**src/verilog/csr_pkg.sv**
```systemverilog
package csr_pkg;

    //======================================================================
    // widths
    //======================================================================
    localparam int XLEN       = 32;
    localparam int CSR_ADDR_W = 12;

    //======================================================================
    // machine csr addresses
    //======================================================================
    localparam logic [CSR_ADDR_W-1:0] CSR_MSTATUS   = 12'h300;
    localparam logic [CSR_ADDR_W-1:0] CSR_MISA      = 12'h301;
    localparam logic [CSR_ADDR_W-1:0] CSR_MIE       = 12'h304;
    localparam logic [CSR_ADDR_W-1:0] CSR_MTVEC     = 12'h305;
    localparam logic [CSR_ADDR_W-1:0] CSR_MEPC      = 12'h341;
    localparam logic [CSR_ADDR_W-1:0] CSR_MCAUSE    = 12'h342;
    localparam logic [CSR_ADDR_W-1:0] CSR_MTVAL     = 12'h343;
    localparam logic [CSR_ADDR_W-1:0] CSR_MIP       = 12'h344;
    localparam logic [CSR_ADDR_W-1:0] CSR_MCYCLE    = 12'hB00;
    localparam logic [CSR_ADDR_W-1:0] CSR_MCYCLEH   = 12'hB80;
    localparam logic [CSR_ADDR_W-1:0] CSR_MVENDORID = 12'hF11;
    localparam logic [CSR_ADDR_W-1:0] CSR_MARCHID   = 12'hF12;
    localparam logic [CSR_ADDR_W-1:0] CSR_MIMPID    = 12'hF13;
    localparam logic [CSR_ADDR_W-1:0] CSR_MHARTID   = 12'hF14;
    // accelerator csrs start here and run to the top
    localparam logic [CSR_ADDR_W-1:0] MVU_CSR_BASE  = 12'hF20;

    //======================================================================
    // csr operations
    //======================================================================
    localparam int CSR_OP_W = 3;
    localparam logic [CSR_OP_W-1:0] CSR_OP_NONE  = 3'd0;
    localparam logic [CSR_OP_W-1:0] CSR_OP_RW    = 3'd1;
    localparam logic [CSR_OP_W-1:0] CSR_OP_SET   = 3'd2;
    localparam logic [CSR_OP_W-1:0] CSR_OP_CLEAR = 3'd3;
    localparam logic [CSR_OP_W-1:0] CSR_OP_MRET  = 3'd4;

    // register select codes, one per decoded csr
    localparam int SEL_W = 4;
    localparam logic [SEL_W-1:0] SEL_NONE      = 4'd0;
    localparam logic [SEL_W-1:0] SEL_MSTATUS   = 4'd1;
    localparam logic [SEL_W-1:0] SEL_MISA      = 4'd2;
    localparam logic [SEL_W-1:0] SEL_MIE       = 4'd3;
    localparam logic [SEL_W-1:0] SEL_MTVEC     = 4'd4;
    localparam logic [SEL_W-1:0] SEL_MEPC      = 4'd5;
    localparam logic [SEL_W-1:0] SEL_MCAUSE    = 4'd6;
    localparam logic [SEL_W-1:0] SEL_MTVAL     = 4'd7;
    localparam logic [SEL_W-1:0] SEL_MIP       = 4'd8;
    localparam logic [SEL_W-1:0] SEL_MCYCLE    = 4'd9;
    localparam logic [SEL_W-1:0] SEL_MCYCLEH   = 4'd10;
    localparam logic [SEL_W-1:0] SEL_MVENDORID = 4'd11;
    localparam logic [SEL_W-1:0] SEL_MARCHID   = 4'd12;
    localparam logic [SEL_W-1:0] SEL_MIMPID    = 4'd13;
    localparam logic [SEL_W-1:0] SEL_MHARTID   = 4'd14;
    localparam logic [SEL_W-1:0] SEL_MVU       = 4'd15;

    //======================================================================
    // interrupts and identity
    //======================================================================
    localparam int IRQ_M_SOFT  = 3;
    localparam int IRQ_M_TIMER = 7;
    localparam int IRQ_M_EXT   = 11;
    localparam int IRQ_MVU     = 16;
    localparam logic [XLEN-1:0] MIP_MASK = (32'd1 << IRQ_M_SOFT) | (32'd1 << IRQ_M_TIMER)
                                         | (32'd1 << IRQ_M_EXT) | (32'd1 << IRQ_MVU);

    localparam logic [XLEN-1:0] MARCHID_VAL = 32'h0000_0019;
    // mxl = 1, I and M extensions
    localparam logic [XLEN-1:0] ISA_CODE    = 32'h4000_1100;
    localparam int MCAUSE_IRQ_BIT = 31;

    // mstatus field layout, msb first
    typedef struct packed {
        logic       sd;
        logic [13:0] rsvd_30_17;
        logic [1:0] xs;
        logic [1:0] fs;
        logic [4:0] rsvd_12_8;
        logic       mpie;
        logic [1:0] rsvd_6_5;
        logic       upie;
        logic       mie;
        logic [1:0] rsvd_2_1;
        logic       uie;
    } mstatus_fields_t;

    typedef union packed {
        logic [XLEN-1:0] raw;
        mstatus_fields_t f;
    } mstatus_u;

endpackage

```
**src/verilog/csr_addr_decode.sv**
```systemverilog
`timescale 1ns/100ps
module csr_addr_decode (
    input  logic [csr_pkg::CSR_ADDR_W-1:0] addr_i,
    input  logic                           csr_we_i,
    input  logic                           csr_re_i,
    output logic [csr_pkg::SEL_W-1:0]      sel_o,
    output logic                           illegal_o
);
    import csr_pkg::*;

    always_comb begin
        if (addr_i >= MVU_CSR_BASE) begin
            // whole upper range goes to the accelerator
            sel_o = SEL_MVU;
        end else begin
            case (addr_i)
                CSR_MSTATUS:   sel_o = SEL_MSTATUS;
                CSR_MISA:      sel_o = SEL_MISA;
                CSR_MIE:       sel_o = SEL_MIE;
                CSR_MTVEC:     sel_o = SEL_MTVEC;
                CSR_MEPC:      sel_o = SEL_MEPC;
                CSR_MCAUSE:    sel_o = SEL_MCAUSE;
                CSR_MTVAL:     sel_o = SEL_MTVAL;
                CSR_MIP:       sel_o = SEL_MIP;
                CSR_MCYCLE:    sel_o = SEL_MCYCLE;
                CSR_MCYCLEH:   sel_o = SEL_MCYCLEH;
                // identity regs, writes just fall through
                CSR_MVENDORID: sel_o = SEL_MVENDORID;
                CSR_MARCHID:   sel_o = SEL_MARCHID;
                CSR_MIMPID:    sel_o = SEL_MIMPID;
                CSR_MHARTID:   sel_o = SEL_MHARTID;
                default:       sel_o = SEL_NONE;
            endcase
        end
    end

    // unmapped address on a real access
    assign illegal_o = (csr_we_i | csr_re_i) & (sel_o == SEL_NONE);

endmodule

```
**src/verilog/csr_file.sv**
```systemverilog
`timescale 1ns/100ps
module csr_file #(
    parameter int unsigned hart_id = 0
) (
    input  logic                           clk,
    input  logic                           mtvec_rst_load_q,
    input  logic [csr_pkg::CSR_ADDR_W-1:0] csr_addr_i,
    input  logic [csr_pkg::XLEN-1:0]       csr_wdata_i,
    input  logic [csr_pkg::CSR_OP_W-1:0]   csr_op_i,
    output logic [csr_pkg::XLEN-1:0]       csr_rdata_o,
    output logic                           csr_illegal_o,
    // interrupt lines
    input  logic                           irq_i,
    input  logic                           time_irq_i,
    input  logic                           ipi_i,
    input  logic                           mvu_irq_i,
    // core side
    input  logic [csr_pkg::XLEN-1:0]       boot_addr_i,
    input  logic [csr_pkg::XLEN-1:0]       pc_i,
    input  logic [csr_pkg::XLEN-1:0]       cause_i,
    input  logic                           cycle_en_i,
    output logic                           irq_evt_valid_o,
    output logic [csr_pkg::XLEN-1:0]       irq_evt_addr_o,
    // accelerator config bus
    output logic [csr_pkg::XLEN-1:0]       mvu_paddr_o,
    output logic [csr_pkg::XLEN-1:0]       mvu_pwdata_o,
    output logic                           mvu_psel_o,
    output logic                           mvu_penable_o,
    output logic                           mvu_pwrite_o
);
    import csr_pkg::*;

    logic            csr_we;
    logic            csr_re;
    logic            mret;
    logic [XLEN-1:0] wdata;
    logic [SEL_W-1:0] sel;
    // register values toward the read mux
    logic [XLEN-1:0] mstatus;
    logic [XLEN-1:0] mie;
    logic [XLEN-1:0] mip;
    logic [XLEN-1:0] mtvec;
    logic [XLEN-1:0] mepc;
    logic [XLEN-1:0] mcause;
    logic [XLEN-1:0] mtval;
    logic [63:0]     mcycle;

    csr_op_decode u_op_decode (
        .op_i(csr_op_i), .wdata_i(csr_wdata_i), .rdata_i(csr_rdata_o),
        .csr_we_o(csr_we), .csr_re_o(csr_re), .mret_o(mret), .wdata_o(wdata)
    );

    csr_addr_decode u_addr_decode (
        .addr_i(csr_addr_i), .csr_we_i(csr_we), .csr_re_i(csr_re),
        .sel_o(sel), .illegal_o(csr_illegal_o)
    );

    csr_read_mux #(.hart_id(hart_id)) u_read_mux (
        .sel_i(sel), .csr_re_i(csr_re),
        .mstatus_i(mstatus), .mie_i(mie), .mip_i(mip), .mtvec_i(mtvec),
        .mepc_i(mepc), .mcause_i(mcause), .mtval_i(mtval), .mcycle_i(mcycle),
        .rdata_o(csr_rdata_o)
    );

    csr_machine_regs u_machine_regs (
        .clk(clk), .mtvec_rst_load_q(mtvec_rst_load_q), .sel_i(sel), .csr_we_i(csr_we),
        .wdata_i(wdata), .boot_addr_i(boot_addr_i), .irq_i(irq_i),
        .time_irq_i(time_irq_i), .ipi_i(ipi_i), .mvu_irq_i(mvu_irq_i),
        .cycle_en_i(cycle_en_i), .mie_o(mie), .mip_o(mip), .mtvec_o(mtvec),
        .mtval_o(mtval), .mcycle_o(mcycle)
    );

    csr_trap_ctrl u_trap_ctrl (
        .clk(clk), .mtvec_rst_load_q(mtvec_rst_load_q), .sel_i(sel), .csr_we_i(csr_we),
        .wdata_i(wdata), .mret_i(mret), .mie_i(mie), .mip_i(mip), .mtvec_i(mtvec),
        .pc_i(pc_i), .cause_i(cause_i), .mstatus_o(mstatus), .mepc_o(mepc),
        .mcause_o(mcause), .irq_evt_valid_o(irq_evt_valid_o),
        .irq_evt_addr_o(irq_evt_addr_o)
    );

    mvu_cfg_port u_mvu_cfg_port (
        .clk(clk), .mtvec_rst_load_q(mtvec_rst_load_q), .sel_i(sel), .csr_we_i(csr_we),
        .addr_i(csr_addr_i), .wdata_i(wdata), .paddr_o(mvu_paddr_o),
        .pwdata_o(mvu_pwdata_o), .psel_o(mvu_psel_o), .penable_o(mvu_penable_o),
        .pwrite_o(mvu_pwrite_o)
    );

endmodule

```
**src/verilog/csr_machine_regs.sv**
```systemverilog
`timescale 1ns/100ps
module csr_machine_regs (
    input  logic                      clk,
    input  logic                      mtvec_rst_load_q,
    input  logic [csr_pkg::SEL_W-1:0] sel_i,
    input  logic                      csr_we_i,
    input  logic [csr_pkg::XLEN-1:0]  wdata_i,
    input  logic [csr_pkg::XLEN-1:0]  boot_addr_i,
    input  logic                      irq_i,
    input  logic                      time_irq_i,
    input  logic                      ipi_i,
    input  logic                      mvu_irq_i,
    input  logic                      cycle_en_i,
    output logic [csr_pkg::XLEN-1:0]  mie_o,
    output logic [csr_pkg::XLEN-1:0]  mip_o,
    output logic [csr_pkg::XLEN-1:0]  mtvec_o,
    output logic [csr_pkg::XLEN-1:0]  mtval_o,
    output logic [63:0]               mcycle_o
);
    import csr_pkg::*;

    logic [XLEN-1:0] mip_d;

    always_comb begin
        // software write only reaches the supported bits
        if (csr_we_i && sel_i == SEL_MIP) begin
            mip_d = wdata_i & MIP_MASK;
        end else begin
            mip_d = mip_o;
        end
        // level lines just get sampled
        mip_d[IRQ_M_SOFT]  = ipi_i;
        mip_d[IRQ_M_TIMER] = time_irq_i;
        mip_d[IRQ_M_EXT]   = irq_i;
        // mvu pending is sticky until written
        if (!(csr_we_i && sel_i == SEL_MIP)) begin
            mip_d[IRQ_MVU] = mip_o[IRQ_MVU] | mvu_irq_i;
        end
    end

    always_ff @(posedge clk) begin
        if (mtvec_rst_load_q) begin
            mie_o    <= '0;
            mip_o    <= '0;
            // boot vector comes in while reset is held
            mtvec_o  <= boot_addr_i;
            mtval_o  <= '0;
            mcycle_o <= '0;
        end else begin
            mip_o <= mip_d;
            if (csr_we_i && sel_i == SEL_MIE) begin
                mie_o <= wdata_i & MIP_MASK;
            end
            if (csr_we_i && sel_i == SEL_MTVEC) begin
                mtvec_o <= wdata_i;
            end
            if (csr_we_i && sel_i == SEL_MTVAL) begin
                mtval_o <= wdata_i;
            end
            if (cycle_en_i) begin
                mcycle_o <= mcycle_o + 64'd1;
            end
        end
    end

endmodule

```
**src/verilog/csr_op_decode.sv**
```systemverilog
`timescale 1ns/100ps
module csr_op_decode (
    input  logic [csr_pkg::CSR_OP_W-1:0] op_i,
    input  logic [csr_pkg::XLEN-1:0]     wdata_i,
    input  logic [csr_pkg::XLEN-1:0]     rdata_i,
    output logic                         csr_we_o,
    output logic                         csr_re_o,
    output logic                         mret_o,
    output logic [csr_pkg::XLEN-1:0]     wdata_o
);
    import csr_pkg::*;

    always_comb begin
        // idle unless a known op comes in
        csr_we_o = 1'b0;
        csr_re_o = 1'b0;
        mret_o   = 1'b0;
        case (op_i)
            CSR_OP_RW, CSR_OP_SET, CSR_OP_CLEAR: begin
                csr_we_o = 1'b1;
                csr_re_o = 1'b1;
            end
            // return from trap, no csr side effects
            CSR_OP_MRET: mret_o = 1'b1;
            default: ;
        endcase
    end

    // set and clear merge with the current value
    always_comb begin
        case (op_i)
            CSR_OP_SET:   wdata_o = wdata_i | rdata_i;
            CSR_OP_CLEAR: wdata_o = ~wdata_i & rdata_i;
            default:      wdata_o = wdata_i;
        endcase
    end

endmodule

```
**src/verilog/csr_read_mux.sv**
```systemverilog
`timescale 1ns/100ps
module csr_read_mux #(
    parameter int unsigned hart_id = 0
) (
    input  logic [csr_pkg::SEL_W-1:0] sel_i,
    input  logic                      csr_re_i,
    input  logic [csr_pkg::XLEN-1:0]  mstatus_i,
    input  logic [csr_pkg::XLEN-1:0]  mie_i,
    input  logic [csr_pkg::XLEN-1:0]  mip_i,
    input  logic [csr_pkg::XLEN-1:0]  mtvec_i,
    input  logic [csr_pkg::XLEN-1:0]  mepc_i,
    input  logic [csr_pkg::XLEN-1:0]  mcause_i,
    input  logic [csr_pkg::XLEN-1:0]  mtval_i,
    input  logic [63:0]               mcycle_i,
    output logic [csr_pkg::XLEN-1:0]  rdata_o
);
    import csr_pkg::*;

    always_comb begin
        rdata_o = '0;
        if (csr_re_i) begin
            case (sel_i)
                SEL_MSTATUS:   rdata_o = mstatus_i;
                SEL_MISA:      rdata_o = ISA_CODE;
                SEL_MIE:       rdata_o = mie_i;
                SEL_MTVEC:     rdata_o = mtvec_i;
                SEL_MEPC:      rdata_o = mepc_i;
                SEL_MCAUSE:    rdata_o = mcause_i;
                SEL_MTVAL:     rdata_o = mtval_i;
                SEL_MIP:       rdata_o = mip_i;
                // counter halves
                SEL_MCYCLE:    rdata_o = mcycle_i[31:0];
                SEL_MCYCLEH:   rdata_o = mcycle_i[63:32];
                SEL_MARCHID:   rdata_o = MARCHID_VAL;
                SEL_MHARTID:   rdata_o = XLEN'(hart_id);
                // vendor, impl and accelerator read zero
                default:       rdata_o = '0;
            endcase
        end
    end

endmodule

```
**src/verilog/csr_trap_ctrl.sv**
```systemverilog
`timescale 1ns/100ps
module csr_trap_ctrl (
    input  logic                      clk,
    input  logic                      mtvec_rst_load_q,
    input  logic [csr_pkg::SEL_W-1:0] sel_i,
    input  logic                      csr_we_i,
    input  logic [csr_pkg::XLEN-1:0]  wdata_i,
    input  logic                      mret_i,
    input  logic [csr_pkg::XLEN-1:0]  mie_i,
    input  logic [csr_pkg::XLEN-1:0]  mip_i,
    input  logic [csr_pkg::XLEN-1:0]  mtvec_i,
    input  logic [csr_pkg::XLEN-1:0]  pc_i,
    input  logic [csr_pkg::XLEN-1:0]  cause_i,
    output logic [csr_pkg::XLEN-1:0]  mstatus_o,
    output logic [csr_pkg::XLEN-1:0]  mepc_o,
    output logic [csr_pkg::XLEN-1:0]  mcause_o,
    output logic                      irq_evt_valid_o,
    output logic [csr_pkg::XLEN-1:0]  irq_evt_addr_o
);
    import csr_pkg::*;

    mstatus_u        mstatus_q;
    mstatus_u        mstatus_d;
    logic            trap_en;
    logic [XLEN-1:0] mcause_trap;

    //======================================================================
    // trap entry and return events
    //======================================================================
    // only the mvu line can take a trap
    assign trap_en     = mstatus_q.f.mie & mie_i[IRQ_MVU] & mip_i[IRQ_MVU];
    assign mcause_trap = (XLEN'(1) << MCAUSE_IRQ_BIT) | XLEN'(cause_i[4:0]);

    assign irq_evt_valid_o = trap_en | mret_i;
    // mret jumps back, trap goes to the vector
    assign irq_evt_addr_o  = mret_i ? mepc_o : mtvec_i;
    assign mstatus_o       = mstatus_q.raw;

    always_comb begin
        mstatus_d = mstatus_q;
        if (csr_we_i && sel_i == SEL_MSTATUS) begin
            mstatus_d.raw    = wdata_i;
            // user mode and extension state hardwired low
            mstatus_d.f.uie  = 1'b0;
            mstatus_d.f.upie = 1'b0;
            mstatus_d.f.fs   = 2'b00;
            mstatus_d.f.xs   = 2'b00;
            mstatus_d.f.sd   = 1'b0;
        end
        if (trap_en) begin
            mstatus_d.f.mpie = mstatus_q.f.mie;
            mstatus_d.f.mie  = 1'b0;
        end
        // restore enable on return
        if (mret_i) begin
            mstatus_d.f.mie  = mstatus_q.f.mpie;
            mstatus_d.f.mpie = 1'b1;
        end
    end

    //======================================================================
    // state
    //======================================================================
    always_ff @(posedge clk) begin
        if (mtvec_rst_load_q) begin
            mstatus_q.raw <= '0;
            mepc_o        <= '0;
            mcause_o      <= '0;
        end else begin
            mstatus_q <= mstatus_d;
            if (trap_en) begin
                mepc_o   <= pc_i;
                mcause_o <= mcause_trap;
            end else if (csr_we_i && sel_i == SEL_MEPC) begin
                // halfword aligned return address
                mepc_o <= {wdata_i[XLEN-1:1], 1'b0};
            end
        end
    end

endmodule

```
**src/verilog/mvu_cfg_port.sv**
```systemverilog
`timescale 1ns/100ps
module mvu_cfg_port (
    input  logic                           clk,
    input  logic                           mtvec_rst_load_q,
    input  logic [csr_pkg::SEL_W-1:0]      sel_i,
    input  logic                           csr_we_i,
    input  logic [csr_pkg::CSR_ADDR_W-1:0] addr_i,
    input  logic [csr_pkg::XLEN-1:0]       wdata_i,
    output logic [csr_pkg::XLEN-1:0]       paddr_o,
    output logic [csr_pkg::XLEN-1:0]       pwdata_o,
    output logic                           psel_o,
    output logic                           penable_o,
    output logic                           pwrite_o
);
    import csr_pkg::*;

    logic mvu_we;

    assign mvu_we = csr_we_i & (sel_i == SEL_MVU);

    // strobe lasts one cycle per write
    always_ff @(posedge clk) begin
        if (mtvec_rst_load_q) begin
            psel_o <= 1'b0;
        end else begin
            psel_o <= mvu_we;
        end
    end

    // payload captured with the write
    always_ff @(posedge clk) begin
        if (mvu_we) begin
            paddr_o  <= XLEN'(addr_i);
            pwdata_o <= wdata_i;
        end
    end

    // single phase bus, enable and write follow select
    assign penable_o = psel_o;
    assign pwrite_o  = psel_o;

endmodule
```
**config.mk**
```make
export PLATFORM = sky130hd
export DESIGN_NAME = csr_file
export DESIGN_NICKNAME = d
export VERILOG_FILES = /design/src/verilog/csr_pkg.sv /design/src/verilog/csr_addr_decode.sv /design/src/verilog/csr_file.sv /design/src/verilog/csr_machine_regs.sv /design/src/verilog/csr_op_decode.sv /design/src/verilog/csr_read_mux.sv /design/src/verilog/csr_trap_ctrl.sv /design/src/verilog/mvu_cfg_port.sv
export SDC_FILE = /design/constraint.sdc
export NUM_CORES = 1
export LEC_CHECK = 0
export BUFFER_PORTS_ARGS = -buffer_cell sky130_fd_sc_hd__buf_2
export CORE_MARGIN = 2
export CORE_UTILIZATION = 32
export DETAILED_ROUTE_END_ITERATION = 8
export HOLD_SLACK_MARGIN = 0.15
export PLACE_DENSITY_LB_ADDON = 0.1
export SYNTH_ARGS = -nofsm -noshare
export SYNTH_HDL_FRONTEND = slang
export SYNTH_SLANG_ARGS = --single-unit
```
**constraint.sdc**
```tcl
create_clock -name clk -period 14.4 [get_ports clk]
set_input_delay 0.72 -clock clk [delete_from_list [all_inputs] [get_ports clk]]
set_output_delay 0.72 -clock clk [all_outputs]
set_load 0.02 [all_outputs]
```
==> results.md <==
- Relative slew slack: 19.7%
- Post-synth top area cell: dfxtp_1
- Post-CTS resize count: 0
- # rows: 72
- Worst-path clk slew: 60 ps
- I/O pin cnt: 283
- Top_reg_cell synth: dfxtp_1
- Cell count after synthesis: 1384
- Top post-synthesis cells by area: dfxtp_1, edfxtp_1, nand2_1
- Synth top area share: 26.6%
- First-pass GRT wire length: approximately 74 mm
- CTS root buf: clkbuf_16
- Die area: slightly above 40000 um^2
- Final worst path period need: 4990 ps
- CP arrival: 4270 ps
- HP Class: input port to register
- Largest net degree at the start of global routing: 90
- Slew of the pin with the lowest slew margin: 1190 ps
- Synth Register Bits: 244
- Period utilization: 34.6%
- Final Instance Area: about 15000 um^2
- Status: finished, final reports clean
- Number of synthesized flops with an enable pin: 76
- Fill cells: 4016
- Worst skew pair latency: 580 ps
- Yosys warns: 0
- Vias per Instance: 5.58
- Seq/Total Area, Yosys: 44.7%
- Buffer count from post-CTS setup fixing: 0
- Placed cell areas: 14100 um^2
- Hold buffers post-CTS: 0
- Setup crit end kind: output port
- Syn Area/Cell: 9.12 um^2
- Top-count cell post-synth: dfxtp_1
- Worst Setup SP: csr_addr_i[0]
- Final Wtd Congestion: 0.878
- Power Dens Cells: 110 nW/um^2
- # H-tree levels: 1
- # DRC: 0
- Final slew viol count: 0
- Vias in the first global route: 11222
- Pre-antenna DRT Iters: 8
- Initial DRC Count: 1229
- Pwr Total: roughly 1.7 mW
- Clk_skew: 11.4 ps
- Clk sink count: 244
- Initial antenna violation count: 0
- WS Path Type: input port to output port
- CTS tree: yes
- Final Hold Vio Count: 0
- CP required: approximately 14000 ps
- P_leak: about 5.4 nW
- Die Ht: slightly above 200 um
- Final Util: 39.0%
- Wire length per cell: 23.8 um
- Area growth syn-to-layout: 20.0%
- Initial Utilization: 32.5%
- Setup TNS: 0 ps
- Async set-or-reset flop fraction in the synthesized netlist: 0%
- Clk buf depth: 3
- Commonest cells post-synth: dfxtp_1, nand2_1, nor2_1, o21ai_0, edfxtp_1
- RR Startpoint: u_machine_regs.mcycle_o[31]
- Critical Path Start Type: input port
- Layout cells sized above 1: 24.0%
- CP Max Fanout: between 40 and 50
- IO Port Bufs: 235
- Synth cell types: 80
- GRT Overall Usage: 23.8%
- Gr ovfl total: 0
- Peak VDD IR: 0.0000865 V
- Nets: 1719
- Detail Route Antenna Nets: 0
- TritonCTS buffer count: 31
- Final-report setup violation count: 0
- Max_cap viols: 0
- DP HPWL: 35.4 mm
- Core footprint: 38800 um^2
- Fmax: around 200 MHz
- RSZ-0062 raised after global routing: false
- Horiz. Die Dim: 203 um
- DR vias: around 12000
- Final wirelength: just over 50 mm
- Cell Area, Synth: 12600 um^2
- HP Start: time_irq_i
-- sequential cells by signal, summed over array words and instances (netlist names) --
signal,flops
u_mvu_cfg_port.pwdata_o,32
u_trap_ctrl.mstatus_o,25
u_mvu_cfg_port.penable_o,1
u_trap_ctrl.mcause_o,6
u_machine_regs.mtval_o,32
u_machine_regs.mcycle_o,64
u_trap_ctrl.mepc_o,32
u_machine_regs.mtvec_o,32
u_machine_regs.mie_o,4
u_machine_regs.mip_o,4
u_mvu_cfg_port.paddr_o,12
-- metrics by stage --
stage,worst slack (ps),instances,hold slack [ps]
after detailed placement,9550,2053,452
after CTS,9530,2111,333
after floorplan,9010,1403,425
after global placement,9400,2053,441
after global routing,9280,2111,357
final,9410,2112,351
-- metal layers --
layer	GRT usage (%)	up-vias	routed length [um]
met3	4.94	69	3760
met5	0	-	0
met2	35.0	478	21400
li1	-	5468	-
met4	6.75	0	1240
met1	35.1	5763	23900
-- final timing paths --
check,cells after the start,slack (ps),endpoint
max,10,9410,csr_rdata_o[13]
min,2,350,u_machine_regs.mip_o[7]
max reg2reg,6,11340,u_machine_regs.mcycle_o[58]
min reg2reg,2,470,u_machine_regs.mtval_o[15]
-- cell usage in the layout (no fill, tap or decap), types with 12 or more instances in the layout --
master / count
buf_2: 234
dfxtp_1: 168
nand2_1: 153
nor2_1: 135
o21ai_0: 77
edfxtp_1: 76
a21oi_1: 60
nand3_1: 49
a211oi_1: 47
inv_1: 37
and4_1: 35
mux2_2: 34
a22oi_1: 32
xnor2_1: 31
clkbuf_16: 31
o31a_1: 29
nand4_1: 28
xor2_1: 23
buf_4: 22
a222oi_1: 21
nor4_1: 20
conb_1: 20
nor3_1: 16
a211oi_2: 13
and3_1: 12
or3_1: 12
-- layout make-up --
class                   count  area, um^2  area share, %
well taps                 518         648           4.28
clock inverters            22         220           1.45
repair buffers            257        1350           8.89
diodes                      1        2.50         0.0165
multi-input cells         997        6340           41.8
inverters                  37         139          0.916
clock buffers              36         815           5.37
flip-flops and latches    244        5650           37.3
-- kinds of logic after synthesis --
family | Yosys count | synth area share [%]
adder cells (fa/ha/maj) | 1 | 0.0991
multiplexers | 44 | 3.82
other | 1 | 0.0297
buffers and inverters | 162 | 6.03
AO/OA/AOI/OAI | 346 | 19.8
flip-flops | 244 | 44.7
XOR/XNOR | 54 | 3.75
AND/OR/NAND/NOR | 532 | 21.8
-- power by group --
part	switching, mW	internal, mW
Combinational	0.0964	0.0443
Clock	0.320	0.475
Sequential	0.00836	0.721
Total	0.424	1.24
-- worst max-delay path: stages --
cell,delay [ps]
buf_2,80
buf_4,530
nor4b_1,310
buf_4,220
and3_1,930
buf_4,410
a22o_1,180
a211oi_1,70
a21oi_1,500
buf_2,270
(Power assumes the default switching activity.)
